File: src/sync_fifo.sv
`default_nettype none

module sync_fifo #(
	parameter type payload_t = logic [31:0],
	parameter int  DEPTH     = 16
) (
	input  wire logic     okClk,
	input  wire logic     i_rst,
	input  wire logic     i_push,
	input  wire payload_t i_din,
	input  wire logic     i_pop,
	output payload_t      o_dout,
	output logic          o_valid,
	output logic          o_empty,
	output logic          o_full
);

	localparam int AW = $clog2(DEPTH);

	payload_t mem [DEPTH];
	logic [AW-1:0] wptr;
	logic [AW-1:0] rptr;
	logic [AW:0]   count;	// occupancy with one extra bit for full
	logic          pop_ok;

	assign o_empty = (count == '0);
	assign o_full  = (count == (AW+1)'(DEPTH));
	assign pop_ok  = i_pop && !o_empty;

	always_ff @(posedge okClk) begin
		if (i_rst) begin
			wptr    <= '0;
			rptr    <= '0;
			count   <= '0;
			o_valid <= 1'b0;
		end else begin
			o_valid <= pop_ok;
			if (i_push)
				wptr <= wptr + 1'b1;
			if (pop_ok)
				rptr <= rptr + 1'b1;
			case ({i_push, pop_ok})
				2'b10:   count <= count + 1'b1;
				2'b01:   count <= count - 1'b1;
				default: count <= count;
			endcase
		end
	end

	always_ff @(posedge okClk) begin
		if (i_push)
			mem[wptr] <= i_din;
		if (pop_ok)
			o_dout <= mem[rptr];	// one cycle read latency
	end

	// no back-pressure so the producer must watch the level
	a_no_overflow: assert property (@(posedge okClk) disable iff (i_rst)
		!(i_push && o_full))
		else $error("push into a full fifo");

	a_no_underflow: assert property (@(posedge okClk) disable iff (i_rst)
		!(i_pop && o_empty))
		else $error("pop from an empty fifo");

endmodule

`default_nettype wire

File: config.mk
export PLATFORM = sky130hd
export DESIGN_NAME = sync_fifo
export DESIGN_NICKNAME = d
export VERILOG_FILES = /design/src/sync_fifo.sv
export SDC_FILE = /design/constraint.sdc
export NUM_CORES = 1
export LEC_CHECK = 0
export ABC_AREA = 1
export ABC_CLOCK_PERIOD_IN_PS = 4100
export BUFFER_PORTS_ARGS = -buffer_cell sky130_fd_sc_hd__buf_2
export CORE_MARGIN = 2
export CORE_UTILIZATION = 40
export DETAILED_ROUTE_END_ITERATION = 16
export GPL_ROUTABILITY_DRIVEN = 0
export PLACE_DENSITY_LB_ADDON = 0.05
export SLEW_MARGIN = 5
export SYNTH_ARGS = -nofsm -noshare
export SYNTH_HDL_FRONTEND = slang
export SYNTH_SLANG_ARGS = --single-unit
File: constraint.sdc
create_clock -name okClk -period 4.1 [get_ports okClk]
set_input_delay 0.41 -clock okClk [delete_from_list [all_inputs] [get_ports okClk]]
set_output_delay 0.41 -clock okClk [all_outputs]
set_load 0.01 [all_outputs]
==> impl_metrics.ini <==
[outcome]
status = completed

[route]
drc = 0
ant_nets = 0
drt-total-wl_um = 62100
first_pass_iters = 5
vias_per_cell = 4.87
post_drt_wl_per_cell_um = 19.9
vias = 15200
dr.first_iter.drc_count = 1079

[global_route]
use_met1_pct = 28.5
grt_max_degree = 155
grt_use_met3_pct = 2.96
grt_use_total_pct = 20.7
top_usage_layer = met2
grt_first_pass_wirelength_um = 93700
antenna_found_initial = 2
grt_pass1_vias = 14800
grt.overflow.total = 0
grt_use_met2_pct = 34.2

[job]
drv_cap = 0

[clocking]
post-cts-setup-buffers = 0
cts_resized = 0
cts.sinks = 558
cts_hold_buf = 0
h-tree-depth = 3
cts_tree = built
clk_latency_ps = 590
cts_buffers = 66
clockRootBuffer = clkbuf_16
clockBufferDepth = 3
clkTransAtPathRegs_ps = 60

[die]
die_h_um = 248
ios = 71
dieArea_mm2 = 0.0616
die_x_um = 248
core_area_mm2 = 0.0590
num_rows = 89
start_util_pct = 40.4

[placement]
dp_hpwl_um = 30900
port_buffers = 70

[logic_synthesis]
avgSynthCellArea_um2 = 10.7
syn_inst = 2224
synth_area_leaders = edfxtp_1 (69%), nand2_1 (11%), nand3_1 (8.2%)
async_reset_ff_share_pct = 0
synth_seq_cells = 558
yosys-top-cells-count = nand2_1 (697), edfxtp_1 (544), inv_1 (400)
synth_warnings = 0
synth-edff-count = 544
yosysTopAreaCell = edfxtp_1
ys_seq_area_share_pct = 69.7
syn_area_mm2 = 0.0238
synth_top_area_share_pct = 68.5
syn_nets = 2270
synth_most_common_cell = nand2_1
synth.distinct_cells = 23
synthFlopType = edfxtp_1

[setup_path]
crit_path_end_kind = flop
critPathKind = reg2reg
crit_arrival_ps = 2730
critPathLaunchType = flop
required_ps = 4430
worstPathMaxFanout = 114

[sta]
fmax_ghz = 0.416
fin_skew_ps = 10.9
finalCritPeriodShare_pct = 58.7
drv_slew = 0
max-slew-margin-rel_pct = 32.8
setup_violations = 0
hold_viol = 0
tightest_slew_ps = 1010
finalSetupTns_ps = 0
rsz0062_at_grt = no
period_needed_ps = 2410

[power_and_ir_drop]
fin_total_pwr_mw = 15.9
power_density_mw_per_mm2 = 586
leakage_nw = 11.4
ir_worst_vdd_mv = 0.315

[cells_and_area]
multiInputGateArea_mm2 = 0.00508
drive_gt1_share_pct = 9.35
areaGrowthSynthToFinish_pct = 13.5
final_core_util_pct = 45.9
nFillCells = 5541
area.sequential_mm2 = 0.0166
fin_nets = 2336

[min_path]
hold_path.class = in2reg
power breakdown:
part	switching (mW)	total (mW)	internal (mW)
clock	2.27	5.87	3.60
combinational	2.21	3.17	0.959
sequential	0.217	6.82	6.60
total	4.70	15.9	11.2
worst max-delay path, cell delays in order (launching register included):
cell	delay [ps]
dfxtp_4	490
inv_8	590
buf_4	480
nand2_1	90
nand3_1	80
nand3_1	120
nand3_1	120
nand2_1	90
metrics by stage:
stage	std cells	worst slack, ps	area (um2)	hold WS, ps
2_1_floorplan	2224	1330	23800	505
3_3_place_gp	2995	1690	24900	523
3_5_place_dp	2995	1670	24900	549
4_1_cts	3115	1660	27100	83.6
5_1_grt	3116	1530	27100	112
6_report	3117	1690	27100	123
state kept, by name, summed over array words and instances (netlist names):
register and flops:
count 5, mem 512, o_dout 32, o_valid 1, rptr 4, wptr 4
final timing paths:
kind | startpoint | to | slack [ps] | cells past startpoint
hold / removal | i_rst | rptr[2] | 120 | 2
setup reg to reg | rptr[0] | o_dout[18] | 1690 | 7
setup / recovery | rptr[0] | o_dout[18] | 1690 | 7
hold reg to reg | count[1] | count[1] | 560 | 2
per-layer routing:
metal,wire (um),share of wire (%)
met5,0,0
met2,29500,48
met1,28600,46
met4,1170,1.9
met3,2750,4.4
cell families (layout without fill, tap and decap cells):
family / count (synthesis) / after routing / synth area share [%]
and+or+nand+nor: 1126 / 1126 / 19.8
DFF: 558 / 558 / 69.7
xor gates and xnor gates: 4 / 4 / 0.147
other: 0 / 2 / 0
buffers and inverters: 511 / 629 / 9.46
adders and majority gates: 10 / 10 / 0.556
AOI/OAI and AO/OA: 15 / 15 / 0.325
cells in the final DEF, fill, tap and decap left out:
master and instances:
clkinv_2 6, buf_4 31, bufinv_16 6, inv_4 1
a21oi_1 7, clkbuf_16 73, nor2_4 16, nor3_1 1
dfxtp_1 10, inv_1 398, dfxtp_2 1, clkbuf_1 17
or2_2 2, diode_2 2, clkinv_1 17, fa_1 1
nand2_1 697, dfxtp_4 3, nor2_1 21, o21a_1 1
o21ai_0 7, inv_8 1, edfxtp_1 544, xor2_1 4
buf_12 5, inv_2 3, nand3_1 389, buf_2 70
clkinvlp_4 1, ha_1 9
layout make-up:
| cell class | count | share of cell area [%] |
|---|---|---|
| diodes | 2 | 0.0185 |
| clock buffers | 90 | 6.99 |
| inverters | 403 | 5.63 |
| repair buffers | 106 | 2.52 |
| multi-input cells | 1155 | 18.8 |
| well taps | 773 | 3.57 |
| flip-flops and latches | 558 | 61.4 |
| clock inverters | 30 | 1.04 |
(Power assumes the default switching activity.)
