`config.mk`:
```
export PLATFORM = sky130hd
export DESIGN_NAME = burst_packer
export DESIGN_NICKNAME = d
export VERILOG_FILES = /design/src/accel_pkg.sv /design/src/burst_packer.sv
export SDC_FILE = /design/constraint.sdc
export NUM_CORES = 1
export LEC_CHECK = 0
export BUFFER_PORTS_ARGS = -buffer_cell sky130_fd_sc_hd__buf_4
export CAP_MARGIN = 20
export CORE_ASPECT_RATIO = 1.25
export CORE_MARGIN = 5
export CORE_UTILIZATION = 47
export CTS_CLUSTER_DIAMETER = 30
export CTS_CLUSTER_SIZE = 28
export DETAILED_ROUTE_END_ITERATION = 8
export HOLD_SLACK_MARGIN = 0.05
export PLACE_DENSITY = 0.78
export SLEW_MARGIN = 40
export SYNTH_ARGS = -nofsm -noshare
export SYNTH_HDL_FRONTEND = slang
export SYNTH_SLANG_ARGS = --single-unit
```
`constraint.sdc`:
```
create_clock -name okClk -period 1.6 [get_ports okClk]
set_clock_uncertainty 0.05 [all_clocks]
set_input_delay 0.08 -clock okClk [delete_from_list [all_inputs] [get_ports okClk]]
set_output_delay 0.08 -clock okClk [all_outputs]
set_load 0.01 [all_outputs]
```
`src/accel_pkg.sv`:
```
`default_nettype none

package accel_pkg;

	localparam int BURST_LEN = 4;	// lanes per buffer word
	localparam int LANE_W    = 16;
	localparam int WORD_W    = BURST_LEN * LANE_W;

	localparam int D_AW = 8;	// data ram
	localparam int W_AW = 12;	// weight ram
	localparam int B_AW = 8;	// bias ram

	localparam int CMD_DEPTH = 16;
	localparam int RES_DEPTH = 256;
	localparam int CMD_WORDS = 2;	// command words per layer

	// word 0 field positions
	localparam int OP_LSB    = 29;
	localparam int SHIFT_LSB = 24;
	localparam int NIN_LSB   = 8;
	localparam int NOUT_LSB  = 0;
	// word 1
	localparam int WBASE_LSB = 0;

	typedef enum logic [2:0] {
		OP_FC      = 3'd0,
		OP_FC_RELU = 3'd1
	} op_t;

	typedef struct packed {
		op_t        op;
		logic [4:0] shift;	// arithmetic right shift of the sum
		logic [7:0] n_in;	// input bursts per output
		logic [7:0] n_out;	// outputs in the layer
		logic [W_AW-1:0] w_base;
	} layer_desc_t;

endpackage

`default_nettype wire
```
`src/burst_packer.sv`:
```
`default_nettype none

module burst_packer
	import accel_pkg::*;
#(
	parameter int LANES = BURST_LEN,
	parameter int AW    = D_AW
) (
	input  wire logic              okClk,
	input  wire logic              i_rst,
	input  wire logic              i_clr,
	input  wire logic              i_we,
	input  wire logic [LANE_W-1:0] i_val,
	output logic                   o_ram_we,
	output logic [AW-1:0]          o_ram_addr,
	output logic [LANES*LANE_W-1:0] o_ram_data
);

	localparam int DW = LANES * LANE_W;
	localparam int CW = (LANES > 1) ? $clog2(LANES) : 1;

	logic [CW-1:0] lane_cnt;
	logic [DW-1:0] shreg;
	logic          burst_full;

	assign burst_full = (lane_cnt == CW'(LANES - 1));	// strobe completes a word
	assign o_ram_data = shreg;

	always_ff @(posedge okClk) begin
		if (i_rst) begin
			lane_cnt   <= '0;
			o_ram_addr <= '0;
			o_ram_we   <= 1'b0;
		end else begin
			o_ram_we <= i_we && burst_full && !i_clr;
			if (i_clr) begin
				lane_cnt   <= '0;
				o_ram_addr <= '0;
			end else begin
				if (o_ram_we)
					o_ram_addr <= o_ram_addr + 1'b1;	// bump after the write
				if (i_we)
					lane_cnt <= burst_full ? '0 : lane_cnt + 1'b1;
			end
		end
	end

	// new value enters the top lane, first value ends in lane 0
	always_ff @(posedge okClk) begin
		if (i_we)
			shreg <= DW'({i_val, shreg} >> LANE_W);
	end

endmodule

`default_nettype wire

```
==> results.py <==
metrics = {
    "run_status": {
        "status": "finished, final reports clean",
    },
    "placement": {
        "numPlacedInstances": 267,
        "post_place_instance_area_mm2": 0.003178,
        "gp_routability_congestion": 0.6887,
        "dp_hpwl_um": 3304,
        "place.port_buffers": 92,
    },
    "setup_path": {
        "required_ps": 1820,
        "critical_path.cell_chain": "ha_1 -> nand3_1 -> or3_1 -> a21oi_1",
        "critical-path-max-stage-delay_ps": 420,
        "cp_slowest_cell": "dfxtp_1",
        "path_class": "reg2reg",
        "regToRegStartpoint": "o_ram_addr[0]$_SDFFE_PP0P_",
        "crit-reg2reg-capture": "o_ram_addr[6]$_SDFFE_PP0P_",
        "worstPathArrival_ps": 1550,
        "worstPathMaxFanout": 4,
        "cp-start-kind": "flip-flop",
        "timing.reg2reg.worst_path_depth": 4,
        "reg2reg_slack_ps": 270,
        "worstSetupEndpointType": "flip-flop",
    },
    "final_layout": {
        "num-nets-final": 256,
        "postLayoutCoreUtil_pct": 70.21,
        "layout-area-overhead-vs-synth_pct": 47.66,
        "insertedDiodeCount": 0,
        "final-instance-count-excl-fill": 300,
        "final_non_filler_cell_area_mm2": 0.003516,
        "layout-drive-gt1-share_pct": 46.22,
    },
    "clock_tree": {
        "cts.repair.resized": 0,
        "clock_tree.htree_level_count": 3,
        "root_buffer": "clkbuf_8",
        "worst_setup_hold_path_clk_slew_ps": 70,
        "number_of_buffers_on_the_longest_clock_path": 2,
        "cts_sink_cnt": 75,
        "tritoncts.num_buffers": 9,
        "cts_tree": "yes",
        "clock_latency_ps": 340,
        "post-cts-setup-buffers": 0,
    },
    "grt": {
        "global_route.overflow_total": 0,
        "grt_start_max_net_pins": 27,
        "wire_length_of_the_first_global_routing_pass_um": 7127,
        "grt_util_all_layers_pct": 14.83,
        "grt_pass1_vias": 1456,
        "initial_antenna_violation_count": 0,
    },
    "power_and_ir_drop": {
        "pwr-share-comb_pct": 9.0,
        "maximum_vdd_ir_drop_mv": 0.6885,
        "clock_power_share_pct": 30.5,
        "seqPwrFrac_pct": 60.5,
        "cellInternalPower_mw": 2.985,
        "power_mw": 3.808,
        "power_switching_mw": 0.8232,
        "p_leak_nw": 1.417,
        "power-per-cell-area_mw_per_mm2": 1083,
        "sw_frac_of_total_pct": 21.62,
    },
    "sta": {
        "rsz0062_at_grt": "no",
        "finalSetupViolations": 0,
        "worst_slew_pin_slew_ps": 352.4,
        "timing.final.max_slew_violations": 0,
        "fmax_mhz": 753.7,
        "final.min_clock_period_ps": 1327,
        "finalHoldViolCount": 0,
        "period_share_pct": 82.92,
        "setup_total_negative_slack_ps": 0,
        "max_slew_margin_pct": 76.51,
    },
    "detailed_routing": {
        "final_antenna_net_count": 0,
        "drt_iter0_drc": 46,
        "drt_first_pass_iters": 4,
        "wl_per_cell_um": 15.49,
        "vias": 1416,
        "drt-vias-per-instance": 4.720,
        "postRouteWirelength_um": 4647,
        "drcViolationCount": 0,
    },
    "floorplanning": {
        "placement_rows": 29,
        "floorplan.die.width_um": 73.66,
        "io_pins": 93,
        "fp.dieH_um": 89.58,
        "die-area_mm2": 0.006598,
        "core_region_area_mm2": 0.005007,
        "start_util_pct": 47.55,
    },
    "hold_path": {
        "min_delay_path_depth": 3,
        "worstHoldEndpoint": "o_ram_addr[6]$_SDFFE_PP0P_",
        "hold_class": "in2reg",
        "min-delay-start": "i_clr",
    },
    "run": {
        "cap_viol_max_count": 0,
    },
    "synth": {
        "synth-seq-area-share_pct": 89.96,
        "ys_warnings": 0,
        "ys_ff_latch": 75,
        "netlist_instances": 113,
        "synth_fp_nets": 135,
        "synth_area_mm2": 0.002381,
        "netlist-cell-type-count": 18,
        "post_synth.cell_area_avg_um2": 21.07,
    },
}
## critical path: cells and delay by family, from the launching register on
family | cells | cell delay, ps
AND/OR/NAND/NOR | 2 | 450
AO/OA/AOI/OAI | 1 | 130
adder cells (fa/ha/maj) | 1 | 210
flip-flops | 1 | 420
## logic make-up (layout without fill, tap and decap cells)
group                    Yosys count  after routing  share of synthesized area [%]
flip-flops                        75             75                          89.96
multiplexers                       3              3                          1.261
XOR/XNOR                           4              4                          1.472
buffers and inverters              2            127                         0.4729
adder cells (fa/ha/maj)            2              2                          1.051
AND/OR/NAND/NOR                   21             21                          4.519
AO/OA/AOI/OAI                      6              6                          1.261
## per-stage QoR
step           setup slack [ps]  hold slack [ps]
2_1_floorplan             304.0            128.9
3_3_place_gp              330.5            208.0
3_5_place_dp              295.0            209.6
4_1_cts                   284.0            80.33
5_1_grt                   152.5            109.8
6_report                  273.3            92.71
## power groups by stage
stage,Sequential [mW],Combinational [mW],Clock [mW]
2_1_floorplan,2.40,0.00935,0
3_3_place_gp,2.34,0.308,0
3_5_place_dp,2.35,0.315,0
4_1_cts,2.30,0.350,1.20
5_1_grt,2.31,0.367,1.30
6_report,2.30,0.344,1.16
## layout make-up
type / instances / area, um^2
well taps: 62 / 77.57
repair buffers: 112 / 910.9
fillers: 357 / 1491
flip-flops and latches: 75 / 2142
clock buffers: 9 / 123.9
multi-input cells: 36 / 227.7
clock inverters: 6 / 33.78
## worst max-delay path by stage
stage / slack, ps / start / depth (start not counted) / to
finish: 270 / o_ram_addr[0]$_SDFFE_PP0P_ / 4 / o_ram_addr[6]$_SDFFE_PP0P_
global route: 150 / o_ram_addr[0]$_SDFFE_PP0P_ / 4 / o_ram_addr[6]$_SDFFE_PP0P_
CTS: 280 / o_ram_addr[0]$_SDFFE_PP0P_ / 4 / o_ram_addr[6]$_SDFFE_PP0P_
detailed placement: 290 / o_ram_addr[0]$_SDFFE_PP0P_ / 4 / o_ram_addr[6]$_SDFFE_PP0P_
global placement: 330 / o_ram_addr[0]$_SDFFE_PP0P_ / 4 / o_ram_addr[6]$_SDFFE_PP0P_
floorplan: 300 / o_ram_addr[0]$_SDFFE_PP0P_ / 4 / o_ram_addr[6]$_SDFFE_PP0P_
## cells in the mapped netlist, drive strengths merged
cell | count | area (um^2)
mux2i | 3 | 30.03
or3 | 3 | 18.77
xor2 | 3 | 26.28
ha | 2 | 25.02
nand4 | 3 | 25.02
o21ai | 3 | 15.01
dfxtp | 11 | 220.2
nor2 | 9 | 33.78
buf | 1 | 7.510
a21oi | 3 | 15.01
nand3 | 2 | 10.01
edfxtp | 64 | 1922
and3 | 1 | 6.260
xnor2 | 1 | 8.760
nand2 | 2 | 7.510
clkbuf | 1 | 3.750
or2 | 1 | 6.260
## sequential cells by signal, indices dropped and copies added, names as in the netlist
signal      flops
o_ram_data     64
lane_cnt        2
o_ram_addr      8
o_ram_we        1
## timing repair
item / 4_1_cts / 5_1_grt
hold endpoints to repair: 17 / 0
hold buffers: 18 / 0
setup endpoints to repair: 0 / 0
## cells in the final DEF, fill, tap and decap left out, drive strengths merged
| cell | instances |
|---|---|
| a21oi | 3 |
| and3 | 1 |
| buf | 94 |
| clkbuf | 9 |
| clkinv | 4 |
| clkinvlp | 2 |
| dfxtp | 11 |
| dlygate4sd3 | 18 |
| edfxtp | 64 |
| ha | 2 |
| mux2i | 3 |
| nand2 | 2 |
| nand3 | 2 |
| nand4 | 3 |
| nor2 | 9 |
| o21ai | 3 |
| or2 | 1 |
| or3 | 3 |
| xnor2 | 1 |
| xor2 | 3 |
## routing by layer
| metal | GRT usage (%) | part of all wire, % | vias up |
|---|---|---|---|
| li1 | - | - | 672 |
| met1 | 15.95 | 36 | 672 |
| met2 | 25.56 | 52 | 62 |
| met3 | 5.345 | 9.1 | 10 |
| met4 | 7.578 | 2.5 | 0 |
| met5 | 0 | 0 | - |
Power figures use the tool's default switching activity.
