==> config.mk <==
export PLATFORM = sky130hd
export DESIGN_NAME = gemm_engine_flat
export DESIGN_NICKNAME = d
export VERILOG_FILES = /design/src/accel_pkg.sv /design/src/layer_cmd_if.sv /design/src/gemm_engine.sv /design/src/flat_wrapper.sv
export SDC_FILE = /design/constraint.sdc
export NUM_CORES = 2
export LEC_CHECK = 0
export BUFFER_PORTS_ARGS = -buffer_cell sky130_fd_sc_hd__buf_4
export CAP_MARGIN = 20
export CORE_ASPECT_RATIO = 0.7
export CORE_MARGIN = 4
export CORE_UTILIZATION = 45
export DETAILED_ROUTE_END_ITERATION = 8
export PLACE_DENSITY = 0.72
export RECOVER_POWER = 25
export SLEW_MARGIN = 20
export SYNTH_ARGS = -nofsm -noshare
export SYNTH_HDL_FRONTEND = slang
export SYNTH_SLANG_ARGS = --single-unit
==> constraint.sdc <==
create_clock -name okClk -period 11 [get_ports okClk]
set_input_delay 0.55 -clock okClk [delete_from_list [all_inputs] [get_ports okClk]]
set_output_delay 0.55 -clock okClk [all_outputs]
set_load 0.01 [all_outputs]
==> src/accel_pkg.sv <==
`default_nettype none

package accel_pkg;

	localparam int BURST_LEN = 4;	// lanes per buffer word
	localparam int LANE_W    = 16;
	localparam int WORD_W    = BURST_LEN * LANE_W;

	localparam int D_AW = 8;	// data ram
	localparam int W_AW = 12;	// weight ram
	localparam int B_AW = 8;	// bias ram

	localparam int CMD_DEPTH = 16;
	localparam int RES_DEPTH = 256;
	localparam int CMD_WORDS = 2;	// command words per layer

	// word 0 field positions
	localparam int OP_LSB    = 29;
	localparam int SHIFT_LSB = 24;
	localparam int NIN_LSB   = 8;
	localparam int NOUT_LSB  = 0;
	// word 1
	localparam int WBASE_LSB = 0;

	typedef enum logic [2:0] {
		OP_FC      = 3'd0,
		OP_FC_RELU = 3'd1
	} op_t;

	typedef struct packed {
		op_t        op;
		logic [4:0] shift;	// arithmetic right shift of the sum
		logic [7:0] n_in;	// input bursts per output
		logic [7:0] n_out;	// outputs in the layer
		logic [W_AW-1:0] w_base;
	} layer_desc_t;

endpackage

`default_nettype wire
==> src/layer_cmd_if.sv <==
`default_nettype none

interface layer_cmd_if
	import accel_pkg::*;
();

	logic        start;	// one cycle strobe from csb
	layer_desc_t desc;	// sampled while start is high
	logic        busy;
	logic        done;	// one cycle strobe from the engine

	modport ctrl (output start, output desc, input busy, input done);
	modport eng (input start, input desc, output busy, output done);

endinterface

`default_nettype wire

==> src/gemm_engine.sv <==
`default_nettype none

module gemm_engine
	import accel_pkg::*;
(
	input  wire logic              okClk,
	input  wire logic              i_rst,
	layer_cmd_if.eng               cmd,
	output logic [D_AW-1:0]        o_d_addr,
	input  wire logic [WORD_W-1:0] i_d_data,
	output logic [W_AW-1:0]        o_w_addr,
	input  wire logic [WORD_W-1:0] i_w_data,
	output logic [B_AW-1:0]        o_b_addr,
	input  wire logic [LANE_W-1:0] i_b_data,
	output logic                   o_res_we,
	output logic [LANE_W-1:0]      o_res
);

	typedef enum logic [1:0] {
		IDLE,
		ISSUE,
		DRAIN
	} state_t;

	state_t      state;
	layer_desc_t desc_q;
	logic [7:0]  burst_cnt;
	logic [7:0]  out_cnt;
	logic [W_AW-1:0] w_addr;
	logic        rd_last;
	logic        take_start;

	// pipe: s1 ram data, s2 accumulate, s3 result
	logic s1_v;
	logic s1_last;
	logic s2_v;
	logic s2_last;
	logic s3_v;

	logic signed [LANE_W-1:0] bias_q;
	logic signed [31:0] bias_ext;
	logic signed [31:0] lane_sum;
	logic signed [31:0] prod_sum;
	logic signed [31:0] acc;
	logic signed [31:0] acc_sh;
	logic [LANE_W-1:0]  res_nxt;

	assign cmd.busy   = (state != IDLE);
	assign take_start = (state == IDLE) && cmd.start;
	assign rd_last    = (burst_cnt == desc_q.n_in - 8'd1);

	assign o_d_addr = D_AW'(burst_cnt);
	assign o_w_addr = w_addr;	// weights of all outputs are contiguous
	assign o_b_addr = B_AW'(out_cnt);

	always_ff @(posedge okClk) begin
		if (i_rst) begin
			state     <= IDLE;
			burst_cnt <= '0;
			out_cnt   <= '0;
			cmd.done  <= 1'b0;
		end else begin
			cmd.done <= 1'b0;
			case (state)
				IDLE: begin
					if (cmd.start) begin
						burst_cnt <= '0;
						out_cnt   <= '0;
						state     <= ISSUE;
					end
				end
				ISSUE: begin
					if (rd_last) begin
						burst_cnt <= '0;
						state     <= DRAIN;
					end else begin
						burst_cnt <= burst_cnt + 8'd1;
					end
				end
				DRAIN: begin
					if (s3_v) begin	// result of this output is out
						if (out_cnt == desc_q.n_out - 8'd1) begin
							cmd.done <= 1'b1;
							state    <= IDLE;
						end else begin
							out_cnt <= out_cnt + 8'd1;
							state   <= ISSUE;
						end
					end
				end
				default: state <= IDLE;
			endcase
		end
	end

	always_ff @(posedge okClk) begin
		if (take_start) begin
			desc_q <= cmd.desc;
			w_addr <= cmd.desc.w_base;
		end else if (state == ISSUE) begin
			w_addr <= w_addr + 1'b1;
		end
	end

	always_ff @(posedge okClk) begin
		if (i_rst) begin
			s1_v     <= 1'b0;
			s1_last  <= 1'b0;
			s2_v     <= 1'b0;
			s2_last  <= 1'b0;
			s3_v     <= 1'b0;
			o_res_we <= 1'b0;
		end else begin
			s1_v     <= (state == ISSUE);
			s1_last  <= (state == ISSUE) && rd_last;
			s2_v     <= s1_v;
			s2_last  <= s1_last;
			s3_v     <= s2_v && s2_last;
			o_res_we <= s3_v;
		end
	end

	// four lane multiply and add tree
	always_comb begin
		lane_sum = '0;
		for (int i = 0; i < BURST_LEN; i++) begin
			lane_sum = lane_sum + signed'(i_d_data[i*LANE_W +: LANE_W])
				* signed'(i_w_data[i*LANE_W +: LANE_W]);
		end
	end

	assign bias_ext = bias_q;	// sign extended

	always_ff @(posedge okClk) begin
		if (s1_v)
			prod_sum <= lane_sum;
		if (s1_last)
			bias_q <= signed'(i_b_data);	// bias addr held through the last read
		if (take_start || s3_v)
			acc <= '0;
		else if (s2_v)
			acc <= acc + prod_sum + (s2_last ? bias_ext : 32'sd0);
	end

	// shift the full sum, then keep the low lane
	assign acc_sh  = acc >>> desc_q.shift;
	assign res_nxt = (desc_q.op == OP_FC_RELU && acc_sh < 0) ? '0 : acc_sh[LANE_W-1:0];

	always_ff @(posedge okClk) begin
		if (s3_v)
			o_res <= res_nxt;
	end

	a_desc_sizes: assert property (@(posedge okClk) disable iff (i_rst)
		cmd.start |-> (cmd.desc.n_in != 8'd0 && cmd.desc.n_out != 8'd0))
		else $error("layer started with zero n_in or n_out");

endmodule

`default_nettype wire

==> src/flat_wrapper.sv <==
// flat-port wrapper written by rule: the top's interface ports become plain ports
module gemm_engine_flat import accel_pkg::*;
  (okClk, i_rst, o_d_addr, i_d_data, o_w_addr, i_w_data, o_b_addr, i_b_data, o_res_we, o_res, cmd_start, cmd_desc, cmd_busy, cmd_done);
  layer_cmd_if cmd_i ();
  input  wire logic okClk;
  input  wire logic i_rst;
  output logic [D_AW-1:0] o_d_addr;
  input  wire logic [WORD_W-1:0] i_d_data;
  output logic [W_AW-1:0] o_w_addr;
  input  wire logic [WORD_W-1:0] i_w_data;
  output logic [B_AW-1:0] o_b_addr;
  input  wire logic [LANE_W-1:0] i_b_data;
  output logic o_res_we;
  output logic [LANE_W-1:0] o_res;
  input wire logic [$bits(cmd_i.start)-1:0] cmd_start;
  input wire logic [$bits(cmd_i.desc)-1:0] cmd_desc;
  output wire logic [$bits(cmd_i.busy)-1:0] cmd_busy;
  output wire logic [$bits(cmd_i.done)-1:0] cmd_done;
  assign cmd_i.start = cmd_start;
  assign cmd_i.desc = cmd_desc;
  assign cmd_busy = cmd_i.busy;
  assign cmd_done = cmd_i.done;
  gemm_engine u_core (.okClk(okClk), .i_rst(i_rst), .cmd(cmd_i), .o_d_addr(o_d_addr), .i_d_data(i_d_data), .o_w_addr(o_w_addr), .i_w_data(i_w_data), .o_b_addr(o_b_addr), .i_b_data(i_b_data), .o_res_we(o_res_we), .o_res(o_res));
endmodule
==> reports/results.ini <==
[grt]
grt_max_degree=57
antenna_found_initial=10
grt_use_total_pct=22.6
grt_pass1_wl_mm=205
grt.overflow.total=0
grt_pass1_vias=36700

[clock_tree]
cts_resized=0
clk_pin_slew_ns=0.07
clkSinkCount=157
cts_max_level=4
cts_setup_buffers=0
clk_latency_ns=0.44
cts_made_buffers=17
cts.path.max_buffers=2
hold_buffers=0
cts-root-buf=clkbuf_16
cts_tree=done

[logic_synthesis]
synth_edf_count=100
synth_fp_nets=6712
synth-xor-area-share_pct=2.30
synth.mux.area_fraction_pct=1.88
ys.flop_type=edfxtp_1
avgSynthCellArea_um2=9.82
synth_area_um2=49100
synthDistinctLibCells=71
seq_area_frac_synth_pct=8.44
yosysWarningCount=0
synth-simple-area-share_pct=14.6
synth-compound-area-share_pct=3.40
async_flop_share_pct=0
ys_seq_elements=157
synth_top_family_by_area=adder cells
netlist_instances=5000
synthAdderAreaFrac_pct=58.1

[sta]
tns_ns=0
finalMaxSlewViolations=66
rsz0062_at_grt=false
skew_ns=0.0113
finalSetupViolations=0
fin_crit_sh_pct=81.0
tightest_slew_ns=1.97
max_freq_ghz=0.112
hold_violations=0
slew_headroom_pct=-31.6
min_period_ns=8.92

[routing]
drc=0
firstDrtPassIters=6
routed_via_density=5.10
wl_mm=124
antenna_left=0
dr_total_vias=33400
first_iter_violations=2255
routedWlPerCell_um=18.9

[flow_run]
maxCapViolCount=2

[worst_setup_path]
r2r_cells=12
crit_required_ns=11.16
cp_max_fo=16
ff2ff_setup_slack_ns=6.52
r2r_end=u_core.acc[28]
r2r-start=u_core.s2_last
cp.arrival_ns=9.08
crit_type=input port to flip-flop
critPathLaunchType=input port
crit_path_end_kind=flip-flop

[layout]
synthToLayoutAreaGrowth_pct=7.28
final_area_um2=52700
final_nets=6800
drive_above_1_share_pct=6.21

[run_status]
violations=capacitance limit, slew limit
status=finished, violations left

[worst_hold_path]
min_to=u_core.desc_q[20]
hold_class=input port to flip-flop
min-delay-start=cmd_desc[20]
min_path_cells=1

[die]
std_cell_rows=101
start_util_pct=45.3
die_width_um=403
dieArea_um2=115000
core_um2=108000
io_pins=230
die_h_um=284

[placement]
place.gp.congestion=0.933
dpl.hpwl_mm=110
io_buffers=229
placed_area_um2=52000

-- stage by stage --
step                utilization (%)  cells  hold WS [ns]  setup slack (ns)
floorplan                         -   5000         0.481              2.36
global placement               48.1   6510         0.494              1.82
detailed placement             48.1   6510         0.512              1.75
CTS                            48.6   6542         0.264              2.20
global route                   48.6   6552         0.282              1.83
finish                         48.6   6555         0.306              2.08
-- cells by family after synthesis --
kind of cell / Yosys count
AO/OA/AOI/OAI: 266
XOR/XNOR: 129
adder cells (fa/ha/maj): 1529
buffers and inverters: 1462
flip-flops: 157
multiplexers: 67
AND/OR/NAND/NOR: 1390
-- synthesized netlist by cell type (11+ instances only) --
cell / number / area share (%)
dfxtp_1: 57 / 2.3
ha_1: 276 / 7.0
nor2_1: 115 / 0.88
edfxtp_1: 100 / 6.1
clkbuf_1: 156 / 1.2
mux4_2: 19 / 0.87
and2_1: 587 / 7.5
fa_1: 1253 / 51
xnor2_1: 90 / 1.6
nor3_1: 27 / 0.28
inv_1: 1293 / 9.9
o21ai_1: 13 / 0.13
mux2i_1: 38 / 0.77
nor2b_1: 25 / 0.32
nand3_1: 31 / 0.32
a21oi_1: 83 / 0.85
a21o_1: 17 / 0.26
o21ai_0: 45 / 0.46
nand2_1: 487 / 3.7
a31oi_1: 11 / 0.14
xor2_1: 39 / 0.70
a211oi_1: 24 / 0.37
nand2b_1: 50 / 0.64
-- state kept, by name, summed over array words and instances (netlist names) --
register and count:
u_core.s1_last 1, u_core.o_d_addr 8, u_core.s1_v 1, u_core.s2_last 1, u_core.bias_q 16, u_core.state 2
u_core.s3_v 1, u_core.acc 32, u_core.o_w_addr 12, u_core.desc_q 24, u_core.o_res_we 1, u_core.s2_v 1
u_core.o_b_addr 8, u_core.prod_sum 32, u_core.o_res 16, u_core.cmd.done 1
-- worst max-delay path by stage --
| stage | from | endpoint | slack (ns) | cells past startpoint |
|---|---|---|---|---|
| 5_1_grt | i_w_data[49] | u_core.prod_sum[31] | 1.83 | 27 |
| 6_report | i_w_data[49] | u_core.prod_sum[31] | 2.08 | 27 |
| 4_1_cts | i_w_data[49] | u_core.prod_sum[31] | 2.20 | 27 |
| 3_3_place_gp | i_d_data[47] | u_core.prod_sum[31] | 1.82 | 26 |
| 2_1_floorplan | i_d_data[47] | u_core.prod_sum[31] | 2.36 | 26 |
| 3_5_place_dp | i_w_data[49] | u_core.prod_sum[31] | 1.75 | 27 |
-- layout by cell type (no fill, tap or decap), types with 5 or more instances in the layout --
cell type	Yosys	routed
a211o_1	5	5
a211oi_1	24	24
a21o_1	17	17
a21oi_1	83	83
a31oi_1	11	11
and2_1	587	587
and3_1	10	10
buf_4	1	194
clkbuf_16	0	17
clkbuf_4	0	40
clkinv_4	0	5
dfxtp_1	57	57
diode_2	0	12
edfxtp_1	100	100
fa_1	1253	1253
ha_1	276	276
inv_1	1293	1293
mux2_2	10	10
mux2i_1	38	38
mux4_2	19	19
nand2_1	487	486
nand2b_1	50	50
nand3_1	31	31
nand3b_1	7	7
nand4_1	8	8
nor2_1	115	114
nor2b_1	25	25
nor3_1	27	27
nor4_1	6	6
o211ai_1	10	10
o21a_1	10	10
o21ai_0	45	45
o21ai_1	13	13
o22ai_1	6	6
o31ai_1	7	7
o41ai_1	6	6
or2_2	9	9
or3_1	5	5
xnor2_1	90	90
xor2_1	39	39
-- routing by layer --
metal / GRT usage (%) / wire, µm / vias up
li1: - / - / 14800
met1: 33.2 / 54300 / 17500
met2: 36.7 / 59300 / 1047
met3: 2.79 / 7870 / 126
met4: 4.06 / 2220 / 0
met5: 0 / 0 / -
-- layout make-up --
class                      instances  area, µm²
antenna                           12       30.0
timing repair buffer             237       1780
tap                             1442       1800
multi-input combinational       3381      39500
sequential                       157       4140
inverter                        1294       4860
clock inverter                    15        164
fill                            9876      55600
clock buffer                      17        425
-- critical path: stages --
cell and delay [ns]:
buf_4 0.22, and2_1 0.22, inv_1 0.08, fa_1 0.61, inv_1 0.55, fa_1 0.56
fa_1 0.55, inv_1 0.05, fa_1 0.48, fa_1 0.48, fa_1 0.56, inv_1 0.06
fa_1 0.56, fa_1 0.43, fa_1 0.50, inv_1 0.05, fa_1 0.47, inv_1 0.05
ha_1 0.35, a21o_1 0.18, a21oi_1 0.13, o21ai_1 0.12, or3_1 0.34, nor3_2 0.29
o31ai_1 0.15, a221oi_1 0.32, xnor2_1 0.12
Power is left out: the tool's default activity adds up to more than one toggle a clock period on the data nets, which glitch-free logic cannot reach.
