### src/accel_pkg.sv
`default_nettype none

package accel_pkg;

	localparam int BURST_LEN = 4;	// lanes per buffer word
	localparam int LANE_W    = 16;
	localparam int WORD_W    = BURST_LEN * LANE_W;

	localparam int D_AW = 8;	// data ram
	localparam int W_AW = 12;	// weight ram
	localparam int B_AW = 8;	// bias ram

	localparam int CMD_DEPTH = 16;
	localparam int RES_DEPTH = 256;
	localparam int CMD_WORDS = 2;	// command words per layer

	// word 0 field positions
	localparam int OP_LSB    = 29;
	localparam int SHIFT_LSB = 24;
	localparam int NIN_LSB   = 8;
	localparam int NOUT_LSB  = 0;
	// word 1
	localparam int WBASE_LSB = 0;

	typedef enum logic [2:0] {
		OP_FC      = 3'd0,
		OP_FC_RELU = 3'd1
	} op_t;

	typedef struct packed {
		op_t        op;
		logic [4:0] shift;	// arithmetic right shift of the sum
		logic [7:0] n_in;	// input bursts per output
		logic [7:0] n_out;	// outputs in the layer
		logic [W_AW-1:0] w_base;
	} layer_desc_t;

endpackage

`default_nettype wire
### src/layer_cmd_if.sv
`default_nettype none

interface layer_cmd_if
	import accel_pkg::*;
();

	logic        start;	// one cycle strobe from csb
	layer_desc_t desc;	// sampled while start is high
	logic        busy;
	logic        done;	// one cycle strobe from the engine

	modport ctrl (output start, output desc, input busy, input done);
	modport eng (input start, input desc, output busy, output done);

endinterface

`default_nettype wire

### src/csb.sv
`default_nettype none

module csb
	import accel_pkg::*;
(
	input  wire logic        okClk,
	input  wire logic        i_rst,
	input  wire logic        i_cmd_empty,
	output logic             o_cmd_pop,
	input  wire logic        i_cmd_valid,
	input  wire logic [31:0] i_cmd,
	layer_cmd_if.ctrl        cmd,
	output logic             o_irq,
	output logic [6:0]       o_done_count
);

	typedef enum logic [1:0] {
		FETCH,
		ISSUE,
		WAIT
	} state_t;

	state_t     state;
	logic [1:0] word_cnt;	// index of the word arriving from the fifo
	logic [1:0] pending;
	logic       last_word;

	// words received plus the one still in flight
	assign pending   = word_cnt + 2'(i_cmd_valid);
	assign o_cmd_pop = (state == FETCH) && !i_cmd_empty && (pending < 2'(CMD_WORDS));
	assign last_word = (word_cnt == 2'(CMD_WORDS - 1));

	assign cmd.start = (state == ISSUE) && !cmd.busy;

	always_ff @(posedge okClk) begin
		if (i_rst) begin
			state        <= FETCH;
			word_cnt     <= '0;
			o_irq        <= 1'b0;
			o_done_count <= '0;
		end else begin
			o_irq <= 1'b0;
			case (state)
				FETCH: begin
					if (i_cmd_valid) begin
						if (last_word) begin
							word_cnt <= '0;
							state    <= ISSUE;
						end else begin
							word_cnt <= word_cnt + 1'b1;
						end
					end
				end
				ISSUE: begin
					if (cmd.start)
						state <= WAIT;
				end
				WAIT: begin
					if (cmd.done) begin
						o_irq        <= 1'b1;
						o_done_count <= o_done_count + 7'd1;
						state        <= FETCH;
					end
				end
				default: state <= FETCH;
			endcase
		end
	end

	// field decode, held until the next command is fetched
	always_ff @(posedge okClk) begin
		if (i_cmd_valid) begin
			if (word_cnt == 2'd0) begin
				cmd.desc.op    <= op_t'(i_cmd[OP_LSB +: 3]);
				cmd.desc.shift <= i_cmd[SHIFT_LSB +: 5];
				cmd.desc.n_in  <= i_cmd[NIN_LSB +: 8];
				cmd.desc.n_out <= i_cmd[NOUT_LSB +: 8];
			end else begin
				cmd.desc.w_base <= i_cmd[WBASE_LSB +: W_AW];
			end
		end
	end

	// engine must pick up every start and report busy right after it
	a_start_idle: assert property (@(posedge okClk) disable iff (i_rst)
		cmd.start |-> (!cmd.busy ##1 cmd.busy))
		else $error("start issued to a busy engine or not taken");

endmodule

`default_nettype wire

### src/flat_wrapper.sv
// flat-port wrapper written by rule: the top's interface ports become plain ports
module csb_flat import accel_pkg::*;
  (okClk, i_rst, i_cmd_empty, o_cmd_pop, i_cmd_valid, i_cmd, o_irq, o_done_count, cmd_start, cmd_desc, cmd_busy, cmd_done);
  layer_cmd_if cmd_i ();
  input  wire logic okClk;
  input  wire logic i_rst;
  input  wire logic i_cmd_empty;
  output logic o_cmd_pop;
  input  wire logic i_cmd_valid;
  input  wire logic [31:0] i_cmd;
  output logic o_irq;
  output logic [6:0] o_done_count;
  output wire logic [$bits(cmd_i.start)-1:0] cmd_start;
  output wire logic [$bits(cmd_i.desc)-1:0] cmd_desc;
  input wire logic [$bits(cmd_i.busy)-1:0] cmd_busy;
  input wire logic [$bits(cmd_i.done)-1:0] cmd_done;
  assign cmd_start = cmd_i.start;
  assign cmd_desc = cmd_i.desc;
  assign cmd_i.busy = cmd_busy;
  assign cmd_i.done = cmd_done;
  csb u_core (.okClk(okClk), .i_rst(i_rst), .i_cmd_empty(i_cmd_empty), .o_cmd_pop(o_cmd_pop), .i_cmd_valid(i_cmd_valid), .i_cmd(i_cmd), .cmd(cmd_i), .o_irq(o_irq), .o_done_count(o_done_count));
endmodule
### config.mk
export PLATFORM = sky130hd
export DESIGN_NAME = csb_flat
export DESIGN_NICKNAME = d
export VERILOG_FILES = /design/src/accel_pkg.sv /design/src/layer_cmd_if.sv /design/src/csb.sv /design/src/flat_wrapper.sv
export SDC_FILE = /design/constraint.sdc
export NUM_CORES = 1
export LEC_CHECK = 0
export BUFFER_PORTS_ARGS = -buffer_cell sky130_fd_sc_hd__buf_2
export CAP_MARGIN = 20
export CORE_MARGIN = 2
export CORE_UTILIZATION = 34
export DETAILED_ROUTE_END_ITERATION = 10
export SLEW_MARGIN = 20
export SYNTH_ARGS = -nofsm -noshare
export SYNTH_HDL_FRONTEND = slang
export SYNTH_SLANG_ARGS = --single-unit
### constraint.sdc
create_clock -name okClk -period 3.25 [get_ports okClk]
set_input_delay 0.65 -clock okClk [delete_from_list [all_inputs] [get_ports okClk]]
set_output_delay 0.65 -clock okClk [all_outputs]
set_load 0.05 [all_outputs]
==> reports/results.ini, run 1 <==
[status]
status=completed

[worst_hold_path]
hp-class=flop to flop

[place]
port_buffers=75
place_ws_ns=1.15
placed_cells=222
routabilityCongestion=0.725
dp.final_hpwl_um=2140

[detailed_routing]
dr.pass1.iters=2
drt_iter0_drc=52
drtAntennaViolNets=0
drc=0
via_count=1062
wire_per_inst_um=12.9
viasPerCell=4.64
drt_wl_total_um=2960

[yosys]
synth.most_common_cell=edfxtp_1
synth_cell_types=25
async_flop_share_pct=0
synthTopCellsByCount=edfxtp_1, dfxtp_1, nor2_1
synth-edff-count=36
yosys.area.top_type_share_pct=66.3
synth-seq-cells=48
netlist_area_sq_um=1630
yosysTopAreaCell=edfxtp_1
synth.area.top_cells=edfxtp_1, dfxtp_1, nor3b_1
synth.yosys.seq_area_share_pct=81.0
yosysWarnings=0
synth_cells=95
yosys_most_used_dff=edfxtp_1
syn_nets=134
syn_avg_cell_area_sq_um=17.2

[setup_path]
critPathCaptureType=primary output
path_cells=buf_2 > nand2_1 > xnor2_1 > nor4_1 > buf_2
worstPathRequired_ns=2.60
crit_arrival_ns=1.47
cp_top_family=buffers and inverters
critPathMostFrequentCell=buf_2
cp_max_fo=4
cp_slowest_cell=buf_2
worstSetupPathType=primary input to primary output
cp_slowest_stage_delay_ns=0.31
cp-start-kind=primary input
crit_buf_inv=2

[timing]
finalCriticalPeriod_ns=2.12
finalClockSkew_ns=0.00478
hold_ws_ns=0.518
finalSetupTns_ns=0
finalCritPeriodShare_pct=65.1
fin_ws_ns=1.13
hold_viol_final=0
finalSetupViolations=0
drv_slew=0
slew_headroom_pct=64.4
tightest_slew_ns=0.535
grt_setup_unrepaired=no
fmax_mhz=473

[grt]
grt_pass1_vias=988
grt_max_degree=21
grt_pass1_wl_um=4370
antenna_found_initial=0
grt_overflow_total=0
track_usage_pct=10.9

[cells_and_area]
multi_input_area_sq_um=292
instances_no_fill=229
seq_area_sq_um=1320
nFillCells=411
finish.net_count=214
area_growth_pct=34.6
diodes=0
drive_gt1_share_pct=49.7

[floorplanning]
io_pins=84
dieArea_sq_um=5370
die_h_um=73.3
die_w_um=73.3
std_cell_rows=25
core_area_sq_um=4660
start_util_pct=35.0

[run]
max_cap_viol_count=0

[clocking]
postCtsSetupBuffers=0
worstSkewPairLatency_ns=0.29
ctsHtreeMaxLevel=2
clk_path_buf_depth=2
cts_root_buf=clkbuf_8
post_cts_resized=0
cts_buffers=5
hold_buffers=0
clkSinkCount=48
cts_tree=built
clk_pin_slew_ns=0.08

[power]
finalPower_uw=1390
powerDensity_nw_per_um2=633
leakagePower_uw=0.000922
ir_drop_v=0.000195

-- worst min-delay path, delay by kind of cell (launching register included) --
kind	cells	cell delay (ns)
AO/OA/AOI/OAI	2	0.14
flip-flops	1	0.34
-- worst paths after layout --
path | from | endpoint | slack [ns] | cells past startpoint
max reg2reg | u_core.word_cnt[1]$_SDFFE_PP0P_ | u_core.cmd.desc[29]$_DFFE_PP_ | 1.81 | 2
min reg2reg | u_core.o_done_count[5]$_SDFFE_PP0P_ | u_core.o_done_count[5]$_SDFFE_PP0P_ | 0.52 | 2
max | i_cmd_valid | o_cmd_pop | 1.13 | 5
min | u_core.o_done_count[5]$_SDFFE_PP0P_ | u_core.o_done_count[5]$_SDFFE_PP0P_ | 0.52 | 2
-- power breakdown --
| part | internal [uW] | total, uW | switching [uW] |
|---|---|---|---|
| logic | 43.6 | 197 | 153 |
| registers | 700 | 712 | 11.4 |
| clock network | 302 | 482 | 180 |
-- final cells by class --
type / count / share of cell area, %
sequential: 48 / 60.2
clock buffer: 5 / 3.13
inverter: 1 / 0.171
clock inverter: 2 / 2.74
timing repair buffer: 76 / 17.4
tap: 54 / 3.08
multi-input combinational: 43 / 13.3
-- through the flow --
step,cell area (sq um),utilization (%)
after floorplan,1630,-
after global placement,2070,44.3
after detailed placement,2070,44.3
after CTS,2200,47.1
after global routing,2200,47.1
final,2200,47.1
-- metal layers --
| metal | routed length [um] | part of all wire (%) | vias to the layer above | global-route usage (%) |
|---|---|---|---|---|
| met5 | 0 | 0 | - | 0 |
| met4 | 23 | 0.78 | 0 | 3.70 |
| met3 | 312 | 11 | 4 | 4.66 |
| met2 | 1390 | 47 | 60 | 18.4 |
| met1 | 1240 | 42 | 485 | 12.2 |
| li1 | - | - | 513 | - |
-- layout by cell type (no fill, tap or decap), types with 2 or more instances in the layout --
master,instances
edfxtp_1,36
buf_2,75
xnor2_1,2
dfxtp_1,12
nor2_1,7
nand2_1,4
a21oi_1,4
bufinv_16,2
or3_1,4
clkbuf_8,5
nand4_1,2
nor3b_1,3
xor2_1,2
o21ai_0,4
-- sequential cells by signal, indices dropped and copies added, names as in the netlist --
signal / cells
u_core.cmd.desc: 36
u_core.o_done_count: 7
u_core.state: 2
u_core.word_cnt: 2
u_core.o_irq: 1
-- cell families after synthesis --
| group | Yosys count | share of synthesized area [%] |
|---|---|---|
| buffers and inverters | 4 | 1.46 |
| and+or+nand+nor | 26 | 9.82 |
| DFF | 48 | 81.0 |
| muxes | 1 | 0.614 |
| adders and majority gates | 1 | 0.767 |
| xor gates and xnor gates | 4 | 2.15 |
| AOI/OAI and AO/OA | 11 | 4.22 |
Note: power is estimated with default switching activity, not from simulation.
==> run 2: changes to the inputs <==
--- a/config.mk
+++ b/config.mk
@@ -5,6 +5,7 @@
 export SDC_FILE = /design/constraint.sdc
 export NUM_CORES = 1
 export LEC_CHECK = 0
+export ABC_AREA = 1
 export BUFFER_PORTS_ARGS = -buffer_cell sky130_fd_sc_hd__buf_2
 export CAP_MARGIN = 20
 export CORE_MARGIN = 2
==> constraint.sdc (replaced) <==
create_clock -name okClk -period 2 [get_ports okClk]
set_input_delay 0.4 -clock okClk [delete_from_list [all_inputs] [get_ports okClk]]
set_output_delay 0.4 -clock okClk [all_outputs]
set_load 0.05 [all_outputs]
==> run 2 against run 1 <==
  * Largest cell class unchanged
  * Via count rose by 4.6%
  * Clock skew fell by 0.00063 ns
  * Largest power group unchanged
  * Die area stayed put
  * Clock-buffer cell count is the same
  * Critical path type is now flop to primary output
  * Sequential cell count unchanged
==> reports/results.ini, run 2 <==
[yosys]
synth-seq-cells=48  ; unchanged
synthTopCellsByCount=edfxtp_1, nand2_1, nor2_1
yosysTopAreaCell=edfxtp_1
yosysWarnings=0  ; unchanged
syn_nets=149  ; +11%
synth-edff-count=36  ; unchanged
yosys.area.top_type_share_pct=66.3  ; unchanged
synth.most_common_cell=edfxtp_1
async_flop_share_pct=0  ; unchanged
yosys_most_used_dff=edfxtp_1
syn_avg_cell_area_sq_um=14.8  ; -14%
synth_cells=110  ; +16%
synth.yosys.seq_area_share_pct=81.0  ; unchanged
synth.area.top_cells=edfxtp_1, dfxtp_1, nand2_1
netlist_area_sq_um=1630  ; unchanged
synth_cell_types=15  ; -40%

[place]
routabilityCongestion=0.779  ; +7.3%
port_buffers=75  ; unchanged
dp.final_hpwl_um=2190  ; +2.2%

[status]
status=completed

[worst_hold_path]
whs_endpoint=u_core.cmd.desc[25]$_DFFE_PP_
worstHoldStart=i_cmd[13]
hp-class=primary input to flop
whs_path_depth=1  ; -1

[timing]
slew_headroom_pct=79.0  ; +15 points
finalSetupViolations=0  ; unchanged
finalCriticalPeriod_ns=1.81
hold_viol_final=0  ; unchanged
finalCritPeriodShare_pct=90.7
grt_setup_unrepaired=no
drv_slew=0  ; unchanged
finalClockSkew_ns=0.00415  ; -0.000632 ns
tightest_slew_ns=0.315  ; -0.219 ns
finalSetupTns_ns=0  ; unchanged
fmax_mhz=551

[setup_path]
crit_buf_inv=2  ; unchanged
worstPathRequired_ns=1.60  ; -1.00 ns
ff2ff_setup_slack_ns=0.78  ; -1.03 ns
regToRegEndpoint=u_core.cmd.desc[18]$_DFFE_PP_
reg2reg_from=u_core.word_cnt[0]$_SDFFE_PP0P_
critPathCaptureType=primary output
worstSetupPathType=flop to primary output
crit_arrival_ns=1.41  ; -0.06 ns
cp_top_family=flip-flops
reg2regPathDepth=2  ; unchanged
cp_slowest_cell=dfxtp_1
cp-start-kind=flop
path_cells=inv_1 > a31o_2 > a21oi_1 > buf_2
cp_slowest_stage_delay_ns=0.40  ; +0.09 ns
cp_max_fo=4  ; unchanged

[clocking]
post_cts_resized=0  ; unchanged
cts_root_buf=clkbuf_8
clk_pin_slew_ns=0.08  ; about the same
postCtsSetupBuffers=0  ; unchanged
hold_buffers=0  ; unchanged
clkSinkCount=48  ; unchanged
cts_tree=built
cts_buffers=5  ; unchanged
worstSkewPairLatency_ns=0.29  ; about the same
ctsHtreeMaxLevel=2  ; unchanged
clk_path_buf_depth=2  ; unchanged

[run]
max_cap_viol_count=0  ; unchanged

[cells_and_area]
final_cell_mix=buf_2, edfxtp_1, nand2_1
nFillCells=419  ; +1.9%
diodes=0  ; unchanged
top_regs=u_core.cmd.desc (36), u_core.o_done_count (7)
area_growth_pct=35.9
largest_register_ffs=36  ; unchanged
final_common_cell=buf_2
drive_gt1_share_pct=46.7  ; -3.0 points
top_register=u_core.cmd.desc
finish.net_count=233  ; +8.9%

[grt]
grt_max_degree=25  ; +19%
grt_pass1_vias=967  ; -2.1%
grt_overflow_total=0  ; unchanged
antenna_found_initial=0  ; unchanged
track_usage_pct=11.0  ; +0.11 points
grt_pass1_wl_um=4370  ; -0.16%

[detailed_routing]
dr.pass1.iters=4  ; +2
via_count=1111  ; +4.6%
viasPerCell=4.46  ; -3.8%
drtAntennaViolNets=0  ; unchanged
drt_wl_total_um=2930  ; -1.1%
drt_iter0_drc=26  ; -50%
drc=0  ; unchanged
wire_per_inst_um=11.8  ; -9.0%

[power]
switching_share_pct=25.3  ; +0.50 points
finalPower_uw=2080  ; +50%
leakagePower_uw=0.000970  ; +5.2%
comb_power_share_pct=13.4  ; -0.7 points
ir_drop_v=0.000354  ; +81%
intPower_uw=1560  ; +49%
clkPwrFrac_pct=32.0  ; -2.7 points
powerDensity_nw_per_um2=940  ; +48%
switching_power_uw=526  ; +53%
seq_power_share_pct=54.7  ; +3.5 points

[floorplanning]
start_util_pct=35.0  ; unchanged
die_h_um=73.3  ; unchanged
io_pins=84  ; unchanged
dieArea_sq_um=5370  ; unchanged
die_w_um=73.3  ; unchanged
std_cell_rows=25  ; unchanged
core_area_sq_um=4660  ; unchanged

## run 2: cell types whose count changed after synthesis, sizes merged, moves of 3 or more
cell / before / now
a21oi: 4 / 7
nor3b: 4 / 0
nand3: 0 / 9
inv: 1 / 10
nand2: 4 / 14
or3: 4 / 0
o21ai: 4 / 0
nor2: 7 / 15
## run 2: cell families (layout without fill, tap and decap cells)
group | count (synthesis) | in the layout | synth area share [%]
xor gates and xnor gates | 2 | 2 | 1.07
buffers and inverters | 10 | 95 | 2.30
AOI/OAI and AO/OA | 8 | 8 | 2.68
adders and majority gates | 1 | 1 | 0.767
DFF | 48 | 48 | 81.0
and+or+nand+nor | 41 | 41 | 12.2
## run 2: final cells by class
type / instances / area (sq um) / share of cell area (%)
clock buffers: 5 / 68.8 / 3.10
inverters: 10 / 37.5 / 1.69
well taps: 54 / 67.6 / 3.05
multi-input cells: 52 / 289 / 13.0
clock inverters: 3 / 42.5 / 1.92
flip-flops and latches: 48 / 1320 / 59.6
repair buffers: 77 / 390 / 17.6
## run 2: worst max-delay path by stage
stage,startpoint,to,slack (ns),cells past startpoint
detailed placement,i_cmd_valid,o_cmd_pop,0.25,6
CTS,u_core.state[1]$_SDFFE_PP0P_,o_cmd_pop,0.08,4
floorplan,i_cmd_valid,o_cmd_pop,0.06,4
finish,u_core.word_cnt[1]$_SDFFE_PP0P_,o_cmd_pop,0.19,4
global placement,i_cmd_valid,o_cmd_pop,0.25,6
global route,u_core.state[0]$_SDFFE_PP0P_,o_cmd_pop,0.09,4
## run 2: metal layers
metal / track usage (%) / share of wire, % / wire, um
met1: 12.5 / 42 / 1220
met2: 17.6 / 46 / 1350
met3: 5.49 / 12 / 347
met4: 4.32 / 0.48 / 14
met5: 0 / 0 / 0
## run 2: per-stage QoR
step,worst slack (ns),instance area [sq um],hold WS (ns),instances,utilization [%]
finish,0.186,2220,0.286,249,47.6
global route,0.0945,2220,0.265,249,47.6
CTS,0.0847,2210,0.273,249,47.5
detailed placement,0.246,2100,0.494,241,45.1
global placement,0.250,2100,0.490,241,45.1
floorplan,0.0562,1640,0.469,110,-
## run 2: power by group through the flow
stage               clock (uW)  sequential, uW  combinational (uW)
floorplan                    0            1310                44.7
detailed placement           0            1160                 282
global route               737            1150                 294
CTS                        695            1140                 282
global placement             0            1160                 279
finish                     666            1140                 278
==> run 3: changes to the inputs <==
--- a/config.mk
+++ b/config.mk
@@ -10,6 +10,7 @@
 export CAP_MARGIN = 20
 export CORE_MARGIN = 2
 export CORE_UTILIZATION = 34
+export CTS_BUF_LIST = sky130_fd_sc_hd__clkbuf_16
 export DETAILED_ROUTE_END_ITERATION = 10
 export SLEW_MARGIN = 20
 export SYNTH_ARGS = -nofsm -noshare
==> run 3 against run 2 <==
  * Sequential power is essentially flat
  * Combinational power is essentially flat
  * Clock skew shrank 0.0010 ns
  * Critical path type unchanged
==> reports/results.ini, run 3 (synthesized netlist as in run 2, its figures left out) <==
[status]
status=completed

[detailed_routing]
viasPerCell=4.48  ; +0.36%
drtAntennaViolNets=0  ; unchanged
wire_per_inst_um=11.8  ; unchanged
drt_wl_total_um=2930  ; unchanged
dr.pass1.iters=2  ; -2
via_count=1115  ; +0.36%
drc=0  ; unchanged
drt_iter0_drc=39  ; +50%

[timing]
slew_headroom_pct=78.7  ; -0.25 points
finalCriticalPeriod_ns=1.88  ; +0.0634 ns
drv_slew=0  ; unchanged
fmax_mhz=533  ; -3.4%
finalSetupViolations=0  ; unchanged
grt_setup_unrepaired=no
finalClockSkew_ns=0.00310  ; -0.00105 ns
hold_ws_ns=0.295  ; +0.00832 ns
finalCritPeriodShare_pct=93.9  ; +3.2 points
hold_viol_final=0  ; unchanged
finalSetupTns_ns=0  ; unchanged
tightest_slew_ns=0.319  ; +0.00372 ns

[cells_and_area]
final_util_pct=48.7  ; +1.1 points
largest_register_ffs=36  ; unchanged
drive_gt1_share_pct=46.2  ; -0.51 points
final_cell_mix=buf_2, edfxtp_1, nand2_1
instances_no_fill=249  ; unchanged
top_register=u_core.cmd.desc
top_regs=u_core.cmd.desc (36), u_core.o_done_count (7)
finish.net_count=233  ; unchanged
final_common_cell=buf_2
area_growth_pct=39.0
diodes=0  ; unchanged

[clocking]
clk_path_buf_depth=2  ; unchanged
hold_buffers=0  ; unchanged
cts_buffers=5  ; unchanged
clk_pin_slew_ns=0.06  ; -0.02 ns
post_cts_resized=0  ; unchanged
clkSinkCount=48  ; unchanged
worstSkewPairLatency_ns=0.28  ; about the same
cts_root_buf=clkbuf_16
postCtsSetupBuffers=0  ; unchanged
cts_tree=built
ctsHtreeMaxLevel=2  ; unchanged

[floorplanning]
die_h_um=73.3  ; unchanged
core_area_sq_um=4660  ; unchanged
die_w_um=73.3  ; unchanged
dieArea_sq_um=5370  ; unchanged
std_cell_rows=25  ; unchanged
start_util_pct=35.0  ; unchanged
io_pins=84  ; unchanged

[setup_path]
worstSetupPathType=flop to primary output
worstPathRequired_ns=1.60  ; about the same
path_cells=nor3_1 > nand2_1 > a21oi_1 > buf_2
crit_arrival_ns=1.48  ; +0.07 ns
critPathCaptureType=primary output
cp_max_fo=4  ; unchanged
cp_slowest_cell=dfxtp_1
reg2regPathDepth=2  ; unchanged
cp_slowest_stage_delay_ns=0.36  ; -0.04 ns
cp-start-kind=flop

[place]
routabilityCongestion=0.779  ; unchanged
port_buffers=75  ; unchanged
placed_cells=241  ; unchanged
dp.final_hpwl_um=2190  ; unchanged

[power]
powerDensity_nw_per_um2=1030  ; +9.4%
finalPower_uw=2330  ; +12%
intPower_uw=1780  ; +14%
clkPwrFrac_pct=39.2  ; +7.2 points
ir_drop_v=0.000498  ; +41%
switching_power_uw=558  ; +6.0%
comb_power_share_pct=11.9  ; -1.5 points
leakagePower_uw=0.000993  ; +2.4%
seq_power_share_pct=48.9  ; -5.8 points
switching_share_pct=23.9  ; -1.3 points

[worst_hold_path]
whs_path_depth=1  ; unchanged
hp-class=primary input to flop

[grt]
antenna_found_initial=0  ; unchanged
grt_overflow_total=0  ; unchanged
grt_pass1_vias=966  ; -0.10%
grt_max_degree=25  ; unchanged
grt_pass1_wl_um=4410  ; +0.96%
track_usage_pct=11.0  ; +0.058 points

[run]
max_cap_viol_count=0  ; unchanged

## run 3: per-layer routing
metal  vias to the layer above  part of all wire, %  global-route usage [%]
met5                         -                    0                       0
li1                        550                    -                       -
met1                       498                   43                    12.8
met3                         6                   12                    5.08
met2                        61                   43                    17.4
met4                         0                  1.9                    4.94
## run 3: area by class of cell
cell class / count / area, sq um
repair buffers: 77 / 390
clock inverters: 3 / 42.5
well taps: 54 / 67.6
inverters: 10 / 37.5
clock buffers: 5 / 125
multi-input cells: 52 / 284
fillers: 413 / 2390
flip-flops and latches: 48 / 1320
## run 3: final timing paths
path                                       start                             endpoint  slack [ns]
max                 u_core.state[1]$_SDFFE_PP0P_                            o_cmd_pop        0.12
min                                    i_cmd[13]        u_core.cmd.desc[25]$_DFFE_PP_        0.29
max reg2reg      u_core.word_cnt[0]$_SDFFE_PP0P_        u_core.cmd.desc[18]$_DFFE_PP_        0.78
min reg2reg  u_core.o_done_count[1]$_SDFFE_PP0P_  u_core.o_done_count[1]$_SDFFE_PP0P_        0.50
## run 3: worst max-delay path: cells and delay by family (launching register included)
kind | cells | cell delay, ns
AND/OR/NAND/NOR | 2 | 0.41
flip-flops | 1 | 0.36
buffers and inverters | 1 | 0.28
AO/OA/AOI/OAI | 1 | 0.15
## run 3: metrics by stage
stage / area (sq um) / worst slack, ns
final: 2270 / 0.122
after global routing: 2270 / 0.0207
after CTS: 2270 / 0.108
after detailed placement: 2100 / 0.246
after global placement: 2100 / 0.250
after floorplan: 1640 / 0.0562
## run 3: power groups by stage
| stage | registers, uW | clock network [uW] | logic, uW |
|---|---|---|---|
| after global placement | 1160 | 0 | 279 |
| after floorplan | 1310 | 0 | 44.7 |
| after detailed placement | 1160 | 0 | 282 |
| final | 1140 | 914 | 278 |
| after global routing | 1150 | 982 | 294 |
| after CTS | 1140 | 940 | 282 |
